$ cat src/fpu_consts.svh
`ifndef FPU_CONSTS_SVH
`define FPU_CONSTS_SVH

// IEEE-754 binary32 field layout
`define FP_W        32
`define FP_EXP_W    8
`define FP_FRAC_W   23
`define FP_BIAS     127
`define FP_EXP_MAX  255   // NaN and infinity

// Wishbone byte addressing
`define WB_ADR_W    5

// Register map
`define REG_A       5'h00
`define REG_B       5'h04
`define REG_C       5'h08
`define REG_CMD     5'h0C
`define REG_RESULT  5'h10
`define REG_STATUS  5'h14

// Opcode field in the low bits of the command word
`define CMD_OP_W    3

`endif

$ cat src/fpu_pkg.sv
`default_nettype none

`include "fpu_consts.svh"

package fpu_pkg;

  typedef logic [`FP_W-1:0]          fp_word_t;
  typedef logic [`FP_EXP_W-1:0]      fp_exp_t;
  typedef logic [`FP_FRAC_W:0]       fp_man_t;   // Hidden bit on top
  typedef logic [`FP_FRAC_W+1:0]     fp_sum_t;   // Extra bit for carry-out
  typedef logic [2*`FP_FRAC_W+1:0]   fp_prod_t;

  typedef enum logic [`CMD_OP_W-1:0] {
    OP_FADD  = 0,
    OP_FSUB  = 1,
    OP_FMUL  = 2,
    OP_FMADD = 3,
    OP_FMSUB = 4
  } fpu_op_e;

  typedef struct packed {
    logic                   sign;
    fp_exp_t                exp;
    logic [`FP_FRAC_W-1:0]  frac;
  } fp_fields_t;

  typedef struct packed {
    fpu_op_e   op;
    fp_word_t  a;
    fp_word_t  b;
    fp_word_t  c;
  } fpu_cmd_t;

  // Fixed result of a NaN, zero or infinity case
  typedef struct packed {
    logic      hit;
    fp_word_t  value;
  } fp_special_t;

  typedef struct packed {
    logic                  cyc;
    logic                  stb;
    logic                  we;
    logic [`WB_ADR_W-1:0]  adr;
    fp_word_t              dat;
  } wb_req_t;

endpackage

`default_nettype wire

$ cat src/fp_add_normaliser.sv
`timescale 1ns/1ps
`default_nettype none

`include "fpu_consts.svh"

module fp_add_normaliser (
  input  fpu_pkg::fp_exp_t  i_exp,
  input  fpu_pkg::fp_sum_t  i_man,
  output fpu_pkg::fp_exp_t  o_exp,
  output fpu_pkg::fp_sum_t  o_man
);
  import fpu_pkg::*;

  logic [4:0] shift;  // 1 to 20, or 0 when no one is found

  // Scan upward so the highest set bit sets the final shift
  always_comb begin
    shift = '0;
    for (int i = 3; i < `FP_FRAC_W; i++) begin
      if (i_man[i]) begin
        shift = 5'(`FP_FRAC_W - i);
      end
    end
  end

  assign o_man = i_man << shift;
  assign o_exp = i_exp - fp_exp_t'(shift);  // Wraps on underflow

endmodule

`default_nettype wire

$ cat src/fp_adder.sv
`timescale 1ns/1ps
`default_nettype none

`include "fpu_consts.svh"

module fp_adder (
  input  fpu_pkg::fp_word_t  i_a,
  input  fpu_pkg::fp_word_t  i_b,
  output fpu_pkg::fp_word_t  o_sum
);
  import fpu_pkg::*;

  fp_fields_t fa, fb;
  fp_exp_t    ea, eb;
  fp_man_t    ma, mb;
  logic       a_big;
  logic       s_big;
  fp_exp_t    e_big, e_small, diff;
  fp_man_t    m_big, m_small, m_align;
  fp_sum_t    sum;
  fp_exp_t    norm_exp, res_exp;
  fp_sum_t    norm_man, res_man;
  logic       res_sign;

  assign fa = i_a;
  assign fb = i_b;

  // Subnormals count as exponent 1 with no hidden bit
  assign ea = (fa.exp == '0) ? fp_exp_t'(1) : fa.exp;
  assign eb = (fb.exp == '0) ? fp_exp_t'(1) : fb.exp;
  assign ma = {(fa.exp != '0), fa.frac};
  assign mb = {(fb.exp != '0), fb.frac};

  // Magnitude compare on exponent then mantissa
  assign a_big   = {ea, ma} >= {eb, mb};
  assign e_big   = a_big ? ea : eb;
  assign e_small = a_big ? eb : ea;
  assign m_big   = a_big ? ma : mb;
  assign m_small = a_big ? mb : ma;
  assign s_big   = a_big ? fa.sign : fb.sign;

  assign diff    = e_big - e_small;
  assign m_align = m_small >> diff;

  assign sum = (fa.sign == fb.sign) ? {1'b0, m_big} + {1'b0, m_align}
                                    : {1'b0, m_big} - {1'b0, m_align};

  fp_add_normaliser u_norm (
    .i_exp (e_big),
    .i_man (sum),
    .o_exp (norm_exp),
    .o_man (norm_man)
  );

  always_comb begin
    res_sign = s_big;
    if (sum == '0) begin
      res_sign = 1'b0;  // Exact cancellation gives +0
      res_exp  = '0;
      res_man  = '0;
    end else if (sum[`FP_FRAC_W+1]) begin
      res_exp = e_big + 1'b1;  // Carry-out
      res_man = sum >> 1;
    end else if (!sum[`FP_FRAC_W]) begin
      res_exp = norm_exp;
      res_man = norm_man;
    end else begin
      res_exp = e_big;
      res_man = sum;
    end
  end

  assign o_sum = {res_sign, res_exp, res_man[`FP_FRAC_W-1:0]};  // Truncated

endmodule

`default_nettype wire

$ cat src/fp_multiplier.sv
`timescale 1ns/1ps
`default_nettype none

`include "fpu_consts.svh"

module fp_multiplier (
  input  fpu_pkg::fp_word_t  i_a,
  input  fpu_pkg::fp_word_t  i_b,
  output fpu_pkg::fp_word_t  o_p
);
  import fpu_pkg::*;

  localparam int P_TOP = 2*`FP_FRAC_W + 1;  // Product MSB

  fp_fields_t fa, fb;
  fp_exp_t    ea, eb, exp_sum, res_exp;
  fp_man_t    ma, mb;
  fp_prod_t   prod, res_prod;
  logic [2:0] shift;

  assign fa = i_a;
  assign fb = i_b;

  assign ea = (fa.exp == '0) ? fp_exp_t'(1) : fa.exp;
  assign eb = (fb.exp == '0) ? fp_exp_t'(1) : fb.exp;
  assign ma = {(fa.exp != '0), fa.frac};
  assign mb = {(fb.exp != '0), fb.frac};

  assign exp_sum = ea + eb - fp_exp_t'(`FP_BIAS);
  assign prod    = ma * mb;

  // Short shifter corrects at most 5 leading zeros
  always_comb begin
    casez (prod[P_TOP-1 -: 6])
      6'b01????: shift = 3'd1;
      6'b001???: shift = 3'd2;
      6'b0001??: shift = 3'd3;
      6'b00001?: shift = 3'd4;
      6'b000001: shift = 3'd5;
      default:   shift = 3'd0;
    endcase
  end

  always_comb begin
    if (prod[P_TOP]) begin
      res_exp  = exp_sum + 1'b1;
      res_prod = prod >> 1;
    end else if (!prod[P_TOP-1] && (exp_sum != '0)) begin
      res_exp  = exp_sum - fp_exp_t'(shift);
      res_prod = prod << shift;
    end else begin
      res_exp  = exp_sum;
      res_prod = prod;
    end
  end

  // Hidden bit sits at P_TOP-1 with the fraction below it
  assign o_p = {fa.sign ^ fb.sign, res_exp, res_prod[P_TOP-2 -: `FP_FRAC_W]};

endmodule

`default_nettype wire

$ cat src/fp_special_cases.sv
`timescale 1ns/1ps
`default_nettype none

`include "fpu_consts.svh"

module fp_special_cases (
  input  fpu_pkg::fpu_cmd_t     i_cmd,
  output fpu_pkg::fp_special_t  o_special,
  output logic                  o_product_only
);
  import fpu_pkg::*;

  fp_fields_t fa, fb, fc;
  logic       a_nan, b_nan, c_nan;
  logic       a_inf, b_inf, c_inf;
  logic       a_zero, b_zero, c_zero;
  logic       xor_sign;

  function automatic fp_special_t take(fp_word_t value);
    return '{hit: 1'b1, value: value};
  endfunction

  function automatic fp_word_t inf_word(logic sign);
    return {sign, fp_exp_t'(`FP_EXP_MAX), {`FP_FRAC_W{1'b0}}};
  endfunction

  function automatic fp_word_t negate(fp_word_t w);
    return {~w[`FP_W-1], w[`FP_W-2:0]};
  endfunction

  assign fa = i_cmd.a;
  assign fb = i_cmd.b;
  assign fc = i_cmd.c;

  assign a_nan  = (fa.exp == fp_exp_t'(`FP_EXP_MAX)) && (fa.frac != '0);
  assign b_nan  = (fb.exp == fp_exp_t'(`FP_EXP_MAX)) && (fb.frac != '0);
  assign c_nan  = (fc.exp == fp_exp_t'(`FP_EXP_MAX)) && (fc.frac != '0);
  assign a_inf  = (fa.exp == fp_exp_t'(`FP_EXP_MAX)) && (fa.frac == '0);
  assign b_inf  = (fb.exp == fp_exp_t'(`FP_EXP_MAX)) && (fb.frac == '0);
  assign c_inf  = (fc.exp == fp_exp_t'(`FP_EXP_MAX)) && (fc.frac == '0);
  assign a_zero = (fa.exp == '0) && (fa.frac == '0);
  assign b_zero = (fb.exp == '0) && (fb.frac == '0);
  assign c_zero = (fc.exp == '0) && (fc.frac == '0);

  assign xor_sign = fa.sign ^ fb.sign;  // Also the product sign

  // First matching rule wins in each branch
  always_comb begin
    o_special      = '0;
    o_product_only = 1'b0;
    case (i_cmd.op)
      OP_FADD, OP_FSUB: begin
        if (a_nan || b_zero) begin
          o_special = take(i_cmd.a);
        end else if (b_nan || a_zero) begin
          o_special = take((i_cmd.op == OP_FSUB) ? negate(i_cmd.b) : i_cmd.b);
        end else if (a_inf || b_inf) begin
          o_special = take(inf_word(xor_sign));
        end
      end
      OP_FMUL: begin
        if (a_nan) begin
          o_special = take(i_cmd.a);
        end else if (b_nan) begin
          o_special = take(i_cmd.b);
        end else if (a_zero || b_zero) begin
          o_special = take({xor_sign, {(`FP_W-1){1'b0}}});  // Signed zero
        end else if (a_inf || b_inf) begin
          o_special = take(inf_word(xor_sign));
        end
      end
      OP_FMADD, OP_FMSUB: begin
        if (a_nan) begin
          o_special = take(i_cmd.a);
        end else if (b_nan) begin
          o_special = take(i_cmd.b);
        end else if (c_zero) begin
          o_product_only = 1'b1;  // Result is A*B alone
        end else if (a_zero || b_zero || c_nan) begin
          o_special = take((i_cmd.op == OP_FMSUB) ? negate(i_cmd.c) : i_cmd.c);
        end else if (a_inf || b_inf) begin
          o_special = take(inf_word(xor_sign));
        end else if (c_inf) begin
          o_special = take(inf_word(xor_sign ^ fc.sign));
        end
      end
      default: begin
        o_special = '0;
      end
    endcase
  end

endmodule

`default_nettype wire

$ cat src/fpu_datapath.sv
`timescale 1ns/1ps
`default_nettype none

`include "fpu_consts.svh"

module fpu_datapath (
  input  logic                clk_i,
  input  logic                i_rst,
  input  fpu_pkg::fpu_cmd_t   i_cmd,
  input  logic                i_cmd_valid,
  output fpu_pkg::fp_word_t   o_res,
  output logic                o_res_valid
);
  import fpu_pkg::*;

  fp_special_t sc_special;
  logic        sc_prod_only;
  fp_word_t    mul_p;
  fp_word_t    addend;
  logic        sub_equal;

  // Stage 1
  logic        s1_valid;
  fpu_op_e     s1_op;
  fp_word_t    s1_a;
  fp_word_t    s1_prod;
  fp_word_t    s1_addend;
  fp_special_t s1_special;
  logic        s1_prod_only;
  logic        s1_sub_equal;

  // Stage 2
  fp_word_t    add_x;
  fp_word_t    add_sum;
  fp_word_t    res_next;

  fp_special_cases u_special (
    .i_cmd          (i_cmd),
    .o_special      (sc_special),
    .o_product_only (sc_prod_only)
  );

  fp_multiplier u_mul (
    .i_a (i_cmd.a),
    .i_b (i_cmd.b),
    .o_p (mul_p)
  );

  always_comb begin
    case (i_cmd.op)
      OP_FSUB:  addend = {~i_cmd.b[`FP_W-1], i_cmd.b[`FP_W-2:0]};
      OP_FMADD: addend = i_cmd.c;
      OP_FMSUB: addend = {~i_cmd.c[`FP_W-1], i_cmd.c[`FP_W-2:0]};
      default:  addend = i_cmd.b;
    endcase
  end

  assign sub_equal = (i_cmd.op == OP_FSUB) && (i_cmd.a == i_cmd.b);

  always_ff @(posedge clk_i) begin
    if (i_rst) begin
      s1_valid <= 1'b0;
    end else begin
      s1_valid <= i_cmd_valid;
    end
  end

  always_ff @(posedge clk_i) begin
    if (i_cmd_valid) begin
      s1_op        <= i_cmd.op;
      s1_a         <= i_cmd.a;
      s1_prod      <= mul_p;
      s1_addend    <= addend;
      s1_special   <= sc_special;
      s1_prod_only <= sc_prod_only;
      s1_sub_equal <= sub_equal;
    end
  end

  // Fused ops add to the product and plain add/sub use A
  assign add_x = (s1_op == OP_FMADD || s1_op == OP_FMSUB) ? s1_prod : s1_a;

  fp_adder u_add (
    .i_a   (add_x),
    .i_b   (s1_addend),
    .o_sum (add_sum)
  );

  always_comb begin
    if (s1_special.hit) begin
      res_next = s1_special.value;
    end else if (s1_sub_equal) begin
      res_next = '0;  // x - x is +0
    end else if (s1_op == OP_FMUL || s1_prod_only) begin
      res_next = s1_prod;
    end else begin
      res_next = add_sum;
    end
  end

  always_ff @(posedge clk_i) begin
    if (i_rst) begin
      o_res_valid <= 1'b0;
    end else begin
      o_res_valid <= s1_valid;
    end
  end

  always_ff @(posedge clk_i) begin
    if (s1_valid) begin
      o_res <= res_next;
    end
  end

  a_fixed_latency: assert property (@(posedge clk_i) disable iff (i_rst)
    i_cmd_valid |-> ##2 o_res_valid);
  a_no_spurious: assert property (@(posedge clk_i) disable iff (i_rst)
    o_res_valid |-> $past(i_cmd_valid, 2));

endmodule

`default_nettype wire

$ cat src/fpu_top.sv
`timescale 1ns/1ps
`default_nettype none

module fpu_top (
  input  logic               clk_i,
  input  logic               i_rst,
  input  fpu_pkg::wb_req_t   i_wb,
  output fpu_pkg::fp_word_t  o_wb_dat,
  output logic               o_wb_ack
);
  import fpu_pkg::*;

  fpu_cmd_t cmd;
  logic     cmd_valid;
  fp_word_t res;
  logic     res_valid;

  fpu_wb_regs u_regs (
    .clk_i       (clk_i),
    .i_rst       (i_rst),
    .i_wb        (i_wb),
    .o_wb_dat    (o_wb_dat),
    .o_wb_ack    (o_wb_ack),
    .o_cmd       (cmd),
    .o_cmd_valid (cmd_valid),
    .i_res       (res),
    .i_res_valid (res_valid)
  );

  fpu_datapath u_datapath (
    .clk_i       (clk_i),
    .i_rst       (i_rst),
    .i_cmd       (cmd),
    .i_cmd_valid (cmd_valid),
    .o_res       (res),
    .o_res_valid (res_valid)
  );

endmodule

`default_nettype wire

$ cat src/fpu_wb_regs.sv
`timescale 1ns/1ps
`default_nettype none

`include "fpu_consts.svh"

module fpu_wb_regs (
  input  logic               clk_i,
  input  logic               i_rst,
  input  fpu_pkg::wb_req_t   i_wb,
  output fpu_pkg::fp_word_t  o_wb_dat,
  output logic               o_wb_ack,
  output fpu_pkg::fpu_cmd_t  o_cmd,
  output logic               o_cmd_valid,
  input  fpu_pkg::fp_word_t  i_res,
  input  logic               i_res_valid
);
  import fpu_pkg::*;

  fp_word_t reg_a, reg_b, reg_c;
  fp_word_t reg_result;
  logic     busy, done, illegal, overrun;
  logic     bus_req, wr_req, rd_req;
  logic     cmd_wr, op_legal;
  fp_word_t rd_data;

  // New cycle seen before its ack
  assign bus_req = i_wb.cyc && i_wb.stb && !o_wb_ack;
  assign wr_req  = bus_req && i_wb.we;
  assign rd_req  = bus_req && !i_wb.we;

  assign cmd_wr   = wr_req && (i_wb.adr == `REG_CMD);
  assign op_legal = i_wb.dat[`CMD_OP_W-1:0] <= OP_FMSUB;

  // Starts on the edge that raises ack
  assign o_cmd_valid = cmd_wr && op_legal && !busy;
  assign o_cmd = '{op: fpu_op_e'(i_wb.dat[`CMD_OP_W-1:0]),
                   a:  reg_a,
                   b:  reg_b,
                   c:  reg_c};

  always_ff @(posedge clk_i) begin
    if (i_rst) begin
      o_wb_ack   <= 1'b0;
      busy       <= 1'b0;
      done       <= 1'b0;
      illegal    <= 1'b0;
      overrun    <= 1'b0;
      reg_result <= '0;
    end else begin
      o_wb_ack <= bus_req;  // Single-cycle ack
      if (o_cmd_valid) begin
        busy    <= 1'b1;
        done    <= 1'b0;
        illegal <= 1'b0;
        overrun <= 1'b0;
      end else if (cmd_wr && !op_legal) begin
        illegal <= 1'b1;
      end else if (cmd_wr) begin
        overrun <= 1'b1;  // Legal but dropped while busy
      end
      if (i_res_valid) begin
        busy       <= 1'b0;
        done       <= 1'b1;
        reg_result <= i_res;
      end
    end
  end

  always_ff @(posedge clk_i) begin
    if (wr_req) begin
      case (i_wb.adr)
        `REG_A:  reg_a <= i_wb.dat;
        `REG_B:  reg_b <= i_wb.dat;
        `REG_C:  reg_c <= i_wb.dat;
        default: ;
      endcase
    end
  end

  always_comb begin
    case (i_wb.adr)
      `REG_A:      rd_data = reg_a;
      `REG_B:      rd_data = reg_b;
      `REG_C:      rd_data = reg_c;
      `REG_RESULT: rd_data = reg_result;
      `REG_STATUS: rd_data = {{(`FP_W-4){1'b0}}, overrun, illegal, done, busy};
      default:     rd_data = '0;  // Command is write-only
    endcase
  end

  always_ff @(posedge clk_i) begin
    if (rd_req) begin
      o_wb_dat <= rd_data;
    end
  end

  a_ack_after_stb: assert property (@(posedge clk_i) disable iff (i_rst)
    o_wb_ack |-> $past(i_wb.cyc && i_wb.stb));
  a_res_when_busy: assert property (@(posedge clk_i) disable iff (i_rst)
    i_res_valid |-> busy);

endmodule

`default_nettype wire

$ cat config.mk
export PLATFORM = sky130hd
export DESIGN_NAME = fpu_top
export DESIGN_NICKNAME = d
export VERILOG_FILES = /design/src/fpu_pkg.sv /design/src/fp_add_normaliser.sv /design/src/fp_adder.sv /design/src/fp_multiplier.sv /design/src/fp_special_cases.sv /design/src/fpu_datapath.sv /design/src/fpu_top.sv /design/src/fpu_wb_regs.sv
export VERILOG_INCLUDE_DIRS = /design/src
export SDC_FILE = /design/constraint.sdc
export NUM_CORES = 2
export LEC_CHECK = 0
export BUFFER_PORTS_ARGS = -buffer_cell sky130_fd_sc_hd__buf_4
export CORE_UTILIZATION = 40
export CTS_BUF_LIST = sky130_fd_sc_hd__clkbuf_2
export DETAILED_ROUTE_END_ITERATION = 7
export SYNTH_ARGS = -nofsm -noshare
export SYNTH_HDL_FRONTEND = slang
export SYNTH_SLANG_ARGS = --single-unit
$ cat constraint.sdc
create_clock -name clk_i -period 18.69 [get_ports clk_i]
set_clock_uncertainty 0.15 [all_clocks]
set_input_delay 5.607 -clock clk_i [delete_from_list [all_inputs] [get_ports clk_i]]
set_output_delay 5.607 -clock clk_i [all_outputs]
set_load 0.01 [all_outputs]
Word-level counts from Yosys, hierarchy flattened
Cells that the tools add are included.
{"block": "totals", "register_bits": 333, "input_bits": 42}
{"block": "classes", "bitwise": 6, "shift": 3, "order_cmp": 2, "muxes": 66, "addsub": 9, "mul": 1, "reduce_logical": 60, "eq_ne": 22}
{"op": "$mux W33", "count": 12}
{"op": "$mux W32", "count": 6}
{"op": "$pmux W32 S5", "count": 1}
{"op": "$mux W5", "count": 20}
{"op": "$pmux W33 S3", "count": 1}
{"op": "$pmux W32 S3", "count": 1}
{"op": "$mux W46", "count": 2}
{"op": "$mux W8", "count": 11}
{"op": "$logic_not A23 Y1", "count": 3}
{"op": "$mux W23", "count": 3}
{"op": "$reduce_bool A23 Y1", "count": 3}
{"op": "$mul A24 B24 Y48", "count": 1}
{"op": "$mux W24", "count": 2}
{"op": "$shl A48 B3 Y46", "count": 1}
{"op": "$logic_not A8 Y1", "count": 5}
{"op": "$reduce_bool A8 Y1", "count": 5}
{"op": "$eq A32 B32 Y1", "count": 1}
{"op": "$ge A32 B32 Y1", "count": 1}
{"op": "$add A24 B24 Y25", "count": 1}
{"op": "$logic_not A25 Y1", "count": 1}
{"op": "$mux W25", "count": 1}
{"op": "$shl A25 B5 Y23", "count": 1}
{"op": "$sub A24 B24 Y25", "count": 1}
{"op": "$eq A8 B8 Y1 const B", "count": 3}
{"op": "32 further kinds", "count": 82}

Longest topological paths before layout
{"block": "depth", "depth_word": 38, "ltp_mapped": 66}

By module
From an unflattened synthesis, not the netlist that was laid out.
{"block": "unflattened", "cells_unflattened": 4708, "area_unflattened_um2": 43733.2}
{"module": "fp_multiplier", "seq_area_each_um2": 0.0, "instances": 1, "area_per_inst_um2": 20871.3, "cells_per_inst": 2462}
{"module": "fpu_datapath", "seq_area_each_um2": 5024.8, "instances": 1, "area_per_inst_um2": 7051.8, "cells_per_inst": 410}
{"module": "fp_adder", "seq_area_each_um2": 0.0, "instances": 1, "area_per_inst_um2": 6194.7, "cells_per_inst": 908}
{"module": "fpu_wb_regs", "seq_area_each_um2": 4584.4, "instances": 1, "area_per_inst_um2": 6035.8, "cells_per_inst": 385}
{"module": "fp_add_normaliser", "seq_area_each_um2": 0.0, "instances": 1, "area_per_inst_um2": 1814.2, "cells_per_inst": 280}
{"module": "fp_special_cases", "seq_area_each_um2": 0.0, "instances": 1, "area_per_inst_um2": 1765.4, "cells_per_inst": 263}

Worst setup path after synthesis
OpenSTA, ideal clock, no wires.
{"block": "synth_timing", "kind": "reg-to-reg", "startpoint": "reg u_datapath.s1_op[1]", "endpoint": "reg u_datapath.o_res[30] (data pin)", "required_ns": 18.274, "path_slack_ns": 5.386, "arrival_time_ns": 12.889, "setup_ns": 0.266, "n_path_buf": 13, "stages_incl_launch_ff": 61, "cell_sequence": "edfxtp_1 and3b_1 buf_2 nor2_2 buf_2 mux2_2 ha_1 and4_1 a2111oi_1 o311ai_1 a21o_1 buf_6 a21oi_2 buf_6 buf_4 buf_2 clkbuf_1 clkbuf_1 [... 25 more ...] xnor2_1 o311ai_0 a311oi_1 nor2_1 inv_1 buf_2 buf_2 ha_1 nor2b_1 o21ai_0 nand2b_1 a21o_1 a211oi_1 nand3_1 xnor2_1 nor2_1 mux2i_1 o21ai_1"}
{"block": "synth_via", "elab_chain_cells": 38, "elab_cells_between_ends": 49, "cone_classes": "5 x add/sub; 1 x order compare; 4 x eq/ne; 1 x shift; 33 x mux; 5 x reduce/logical"}
{"element": "start, declared", "line": "fpu_datapath.sv:24", "text": "fpu_op_e s1_op;"}
{"element": "start signal, assigned", "line": "fpu_datapath.sv:70", "text": "s1_op <= i_cmd.op;"}
{"element": "$eq A3 B2 Y1 or $eq A3 B3 Y1 (tied branches)", "line": "fpu_datapath.sv:81", "text": "assign add_x = (s1_op == OP_FMADD || s1_op == OP_FMSUB) ? s1_prod : s1_a;"}
{"element": "$logic_or A1 B1 Y1", "line": "fpu_datapath.sv:81"}
{"element": "$mux W32", "line": "fpu_datapath.sv:81"}
{"element": "$logic_not A8 Y1", "line": "fp_adder.sv:29", "text": "assign ea = (fa.exp == '0) ? fp_exp_t'(1) : fa.exp;"}
{"element": "$mux W8", "line": "fp_adder.sv:29"}
{"element": "$ge A32 B32 Y1", "line": "fp_adder.sv:35", "text": "assign a_big = {ea, ma} >= {eb, mb};"}
{"element": "$mux W8, on equally long branches", "line": "fp_adder.sv:36, fp_adder.sv:37"}
{"element": "$sub A8 B8 Y8", "line": "fp_adder.sv:42", "text": "assign diff = e_big - e_small;"}
{"element": "[... 23 more ...]"}
{"element": "$sub A8 B5 Y8", "line": "fp_add_normaliser.sv:27", "text": "assign o_exp = i_exp - fp_exp_t'(shift);"}
{"element": "$mux W8", "line": "fp_adder.sv:64", "text": "end else if (!sum[`FP_FRAC_W]) begin"}
{"element": "$mux W8", "line": "fp_adder.sv:61", "text": "end else if (sum[`FP_FRAC_W+1]) begin"}
{"element": "$mux W8", "line": "fp_adder.sv:57", "text": "if (sum == '0) begin"}
{"element": "$mux W32 *", "line": "fpu_datapath.sv:94", "text": "end else if (s1_op == OP_FMUL || s1_prod_only) begin"}
{"element": "$mux W32 *", "line": "fpu_datapath.sv:92", "text": "end else if (s1_sub_equal) begin"}
{"element": "$mux W32 *", "line": "fpu_datapath.sv:90", "text": "if (s1_special.hit) begin"}
{"element": "net u_datapath.res_next[30]", "line": "fpu_datapath.sv:35", "text": "fp_word_t res_next;"}
{"element": "end signal, assigned", "line": "fpu_datapath.sv:111", "text": "o_res <= res_next;"}
{"element": "end, declared", "line": "fpu_datapath.sv:11", "text": "output fpu_pkg::fp_word_t o_res,"}
Mark *: on every way through the listed nets, which the timed path passes. The rest lies on a longest branch.
A chain may end at the register's enable or synchronous reset.

Worst setup path in the final report
{"block": "layout_timing", "startpoint": "reg u_datapath.s1_op[1]", "endpoint": "reg u_datapath.o_res[29] (data pin)"}
Same word-level chain as after synthesis.

==> impl_metrics.ini <==
[outcome]
status = finished clean

[worst_setup_path]
crit_fanout = 39
r2r-start = u_datapath.s1_op[1]
cpMaxStageDelayCell = xnor2_1
cp_common_cell = nor2_1
rrSetupSlack_ns = 4.92
worst-r2r-cell-count = 53
rr_endpoint = u_datapath.o_res[29]
critPathLaunch = u_datapath.s1_op[1]
cpPeakStageDelay_ns = 0.72
critical_path_class = flip-flop to flip-flop
arrival_ns = 14.56
required_ns = 19.48
crit_end = u_datapath.o_res[29]
cp-start-kind = flip-flop
endpoint_kind = flip-flop

[detailed_routing]
wl_mm = 144
avgViaCountPerCell = 5.82
wl_per_cell_um = 24.1
first_iter_violations = 3633
drt_pass1_iterations = 7
vias = 34702
drc = 0
drtAntennaViolNets = 0

[sta]
worstMarginPinSlew_ns = 1.26
period_share = 0.737
final.setup.tns_ns = 0
rsz0062_at_grt = false
period_needed_ns = 13.77
slew_viol_final = 0
setup_viol = 0
setup_slack_ns = 4.92
max_freq_ghz = 0.0726
hold_violations = 0
maxSlewHeadroom = 0.151

[pwr]
p_leak_nw = 19.8
power_w = 0.00181
seqPwrFrac = 0.451
switching_share = 0.341
clkPwrFrac = 0.304
peakVddDrop_mv = 0.0273
p_int_w = 0.00119
combPwrFrac = 0.245
switchingPower_w = 0.000616
p_per_area_nw_per_um2 = 40.6

[synthesis]
synth_area_leaders = fa_1 23%, edfxtp_1 21%, ha_1 8.3%, inv_1 5.6%, nand2_1 5.4%
synth-edff-count = 294
yosysMostFrequentCell = inv_1
synth.top_cell.area_share = 0.233
synth.largest_area_cell = fa_1
synth_cells = 4531
syn-cell-area_um2 = 41700
synthTopCellsByCount = 623 x inv_1, 605 x nand2_1, 485 x fa_1
avgSynthCellArea_um2 = 9.21
synth_flop_cell = edfxtp_1
synthesis.nets = 5334
yosysUniqueCellTypes = 97
ys_seq_elements = 333
synth-warning-count = 0
synth_seq_area_share = 0.230
async_flop_share = 0

[die]
dieWidth_um = 325
die_y_um = 325
core-area_um2 = 103000
die_area_um2 = 106000
start_util = 0.403
io_pins = 75
rows = 118

[cts]
cts_setup_buffers = 0
clkTransAtPathRegs_ns = 0.12
root_buffer = clkbuf_2
holdBufCountCts = 0
htreeDepth = 3
cts_resized = 0
tritoncts = yes
numClockSinks = 333
cts.path.max_buffers = 3
cts_made_buffers = 87
clock_latency_ns = 1.22

[global_route]
grt_pass1_wl_mm = 218
antenna_found_initial = 7
grt_pass1_vias = 34867
grt.total_usage = 0.271
grt_max_degree = 78
grt_overflow = 0

[layout]
areaGrowthSynthToFinish_pct = 6.78
largest_register_ffs = 33
drive_above_1_share = 0.0930
fin_cells = 5962
final_cell_area_um2 = 44500
final_nets = 5309
largest-register = u_datapath.s1_special

[place]
placed_cells = 5797
postPlaceCellArea_um2 = 43700
dp_hpwl_mm = 108
gp_congestion = 0.963
portBuffers = 74
place_ws_ns = 5.17

[hold_path]
hold_path_class = flip-flop to flip-flop

[job]
timing.max_cap.violations = 0
-- worst min-delay path by stage --
stage / from / endpoint / slack (ns) / cells after the start
floorplan: u_regs.reg_a[0] / u_datapath.s1_a[0] / 0.27 / 0
global placement: u_datapath.o_res[4] / u_regs.reg_result[4] / 0.31 / 2
detailed placement: u_datapath.o_res[1] / u_regs.reg_result[1] / 0.32 / 2
CTS: u_datapath.o_res[1] / u_regs.reg_result[1] / 0.27 / 2
global route: u_datapath.o_res[1] / u_regs.reg_result[1] / 0.32 / 2
finish: u_datapath.o_res[1] / u_regs.reg_result[1] / 0.31 / 2
-- through the flow --
stage | hold WS (ns) | util
finish | 0.313 | 0.430
global route | 0.319 | 0.430
CTS | 0.275 | 0.430
detailed placement | 0.323 | 0.422
global placement | 0.314 | 0.422
floorplan | 0.274 | -
-- layout make-up --
cell class,count,area [um2]
sequential,333,9610
tap,1380,1730
timing repair buffer,165,1240
inverter,625,2350
antenna,3,7.51
multi-input combinational,3294,28800
fill,10168,59000
clock buffer,119,596
clock inverter,43,253
-- kinds of logic (layout without fill, tap and decap cells) --
logic type	count (synthesis)	count (layout)	synth area share
compound gates	806	806	0.132
xor+xnor	118	118	0.0254
fa+ha+maj	761	761	0.316
buf+inv	904	952	0.0833
flops	333	333	0.230
mux	212	212	0.0579
other cells	0	3	0
simple gates	1397	1397	0.156
-- power groups by stage --
stage               clock network [W]  registers (W)  logic (W)
global route                 0.000594       0.000816   0.000491
finish                       0.000550       0.000815   0.000444
detailed placement                  0       0.000832   0.000434
CTS                          0.000561       0.000815   0.000437
global placement                    0       0.000832   0.000434
floorplan                           0       0.000832   0.000309
-- routing by layer --
metal / GRT usage / vias up / share of wire
met1: 0.373 / 17406 / 0.43
met3: 0.0482 / 283 / 0.089
li1: - / 15341 / -
met5: 0.00272 / - / 0.00048
met4: 0.105 / 8 / 0.038
met2: 0.424 / 1664 / 0.45
-- cell usage in the layout, fill, tap and decap left out, drive strengths merged, types with 119 or more instances in the layout --
| cell type | count |
|---|---|
| fa | 485 |
| o21ai | 174 |
| a21oi | 178 |
| inv | 627 |
| nor2 | 272 |
| buf | 165 |
| ha | 276 |
| mux2i | 141 |
| and2 | 212 |
| nand2 | 605 |
| clkbuf | 119 |
| edfxtp | 294 |
-- critical path, delay by kind of cell (launching register included) --
family                   cells  cell delay (ns)
buffers and inverters        8             1.64
flip-flops                   1             0.47
multiplexers                 3             0.75
adder cells (fa/ha/maj)      5             1.65
AND/OR/NAND/NOR             13             2.58
XOR/XNOR                     2             0.88
AO/OA/AOI/OAI               22             5.32
No activity file was read; power rests on OpenSTA's default activity.
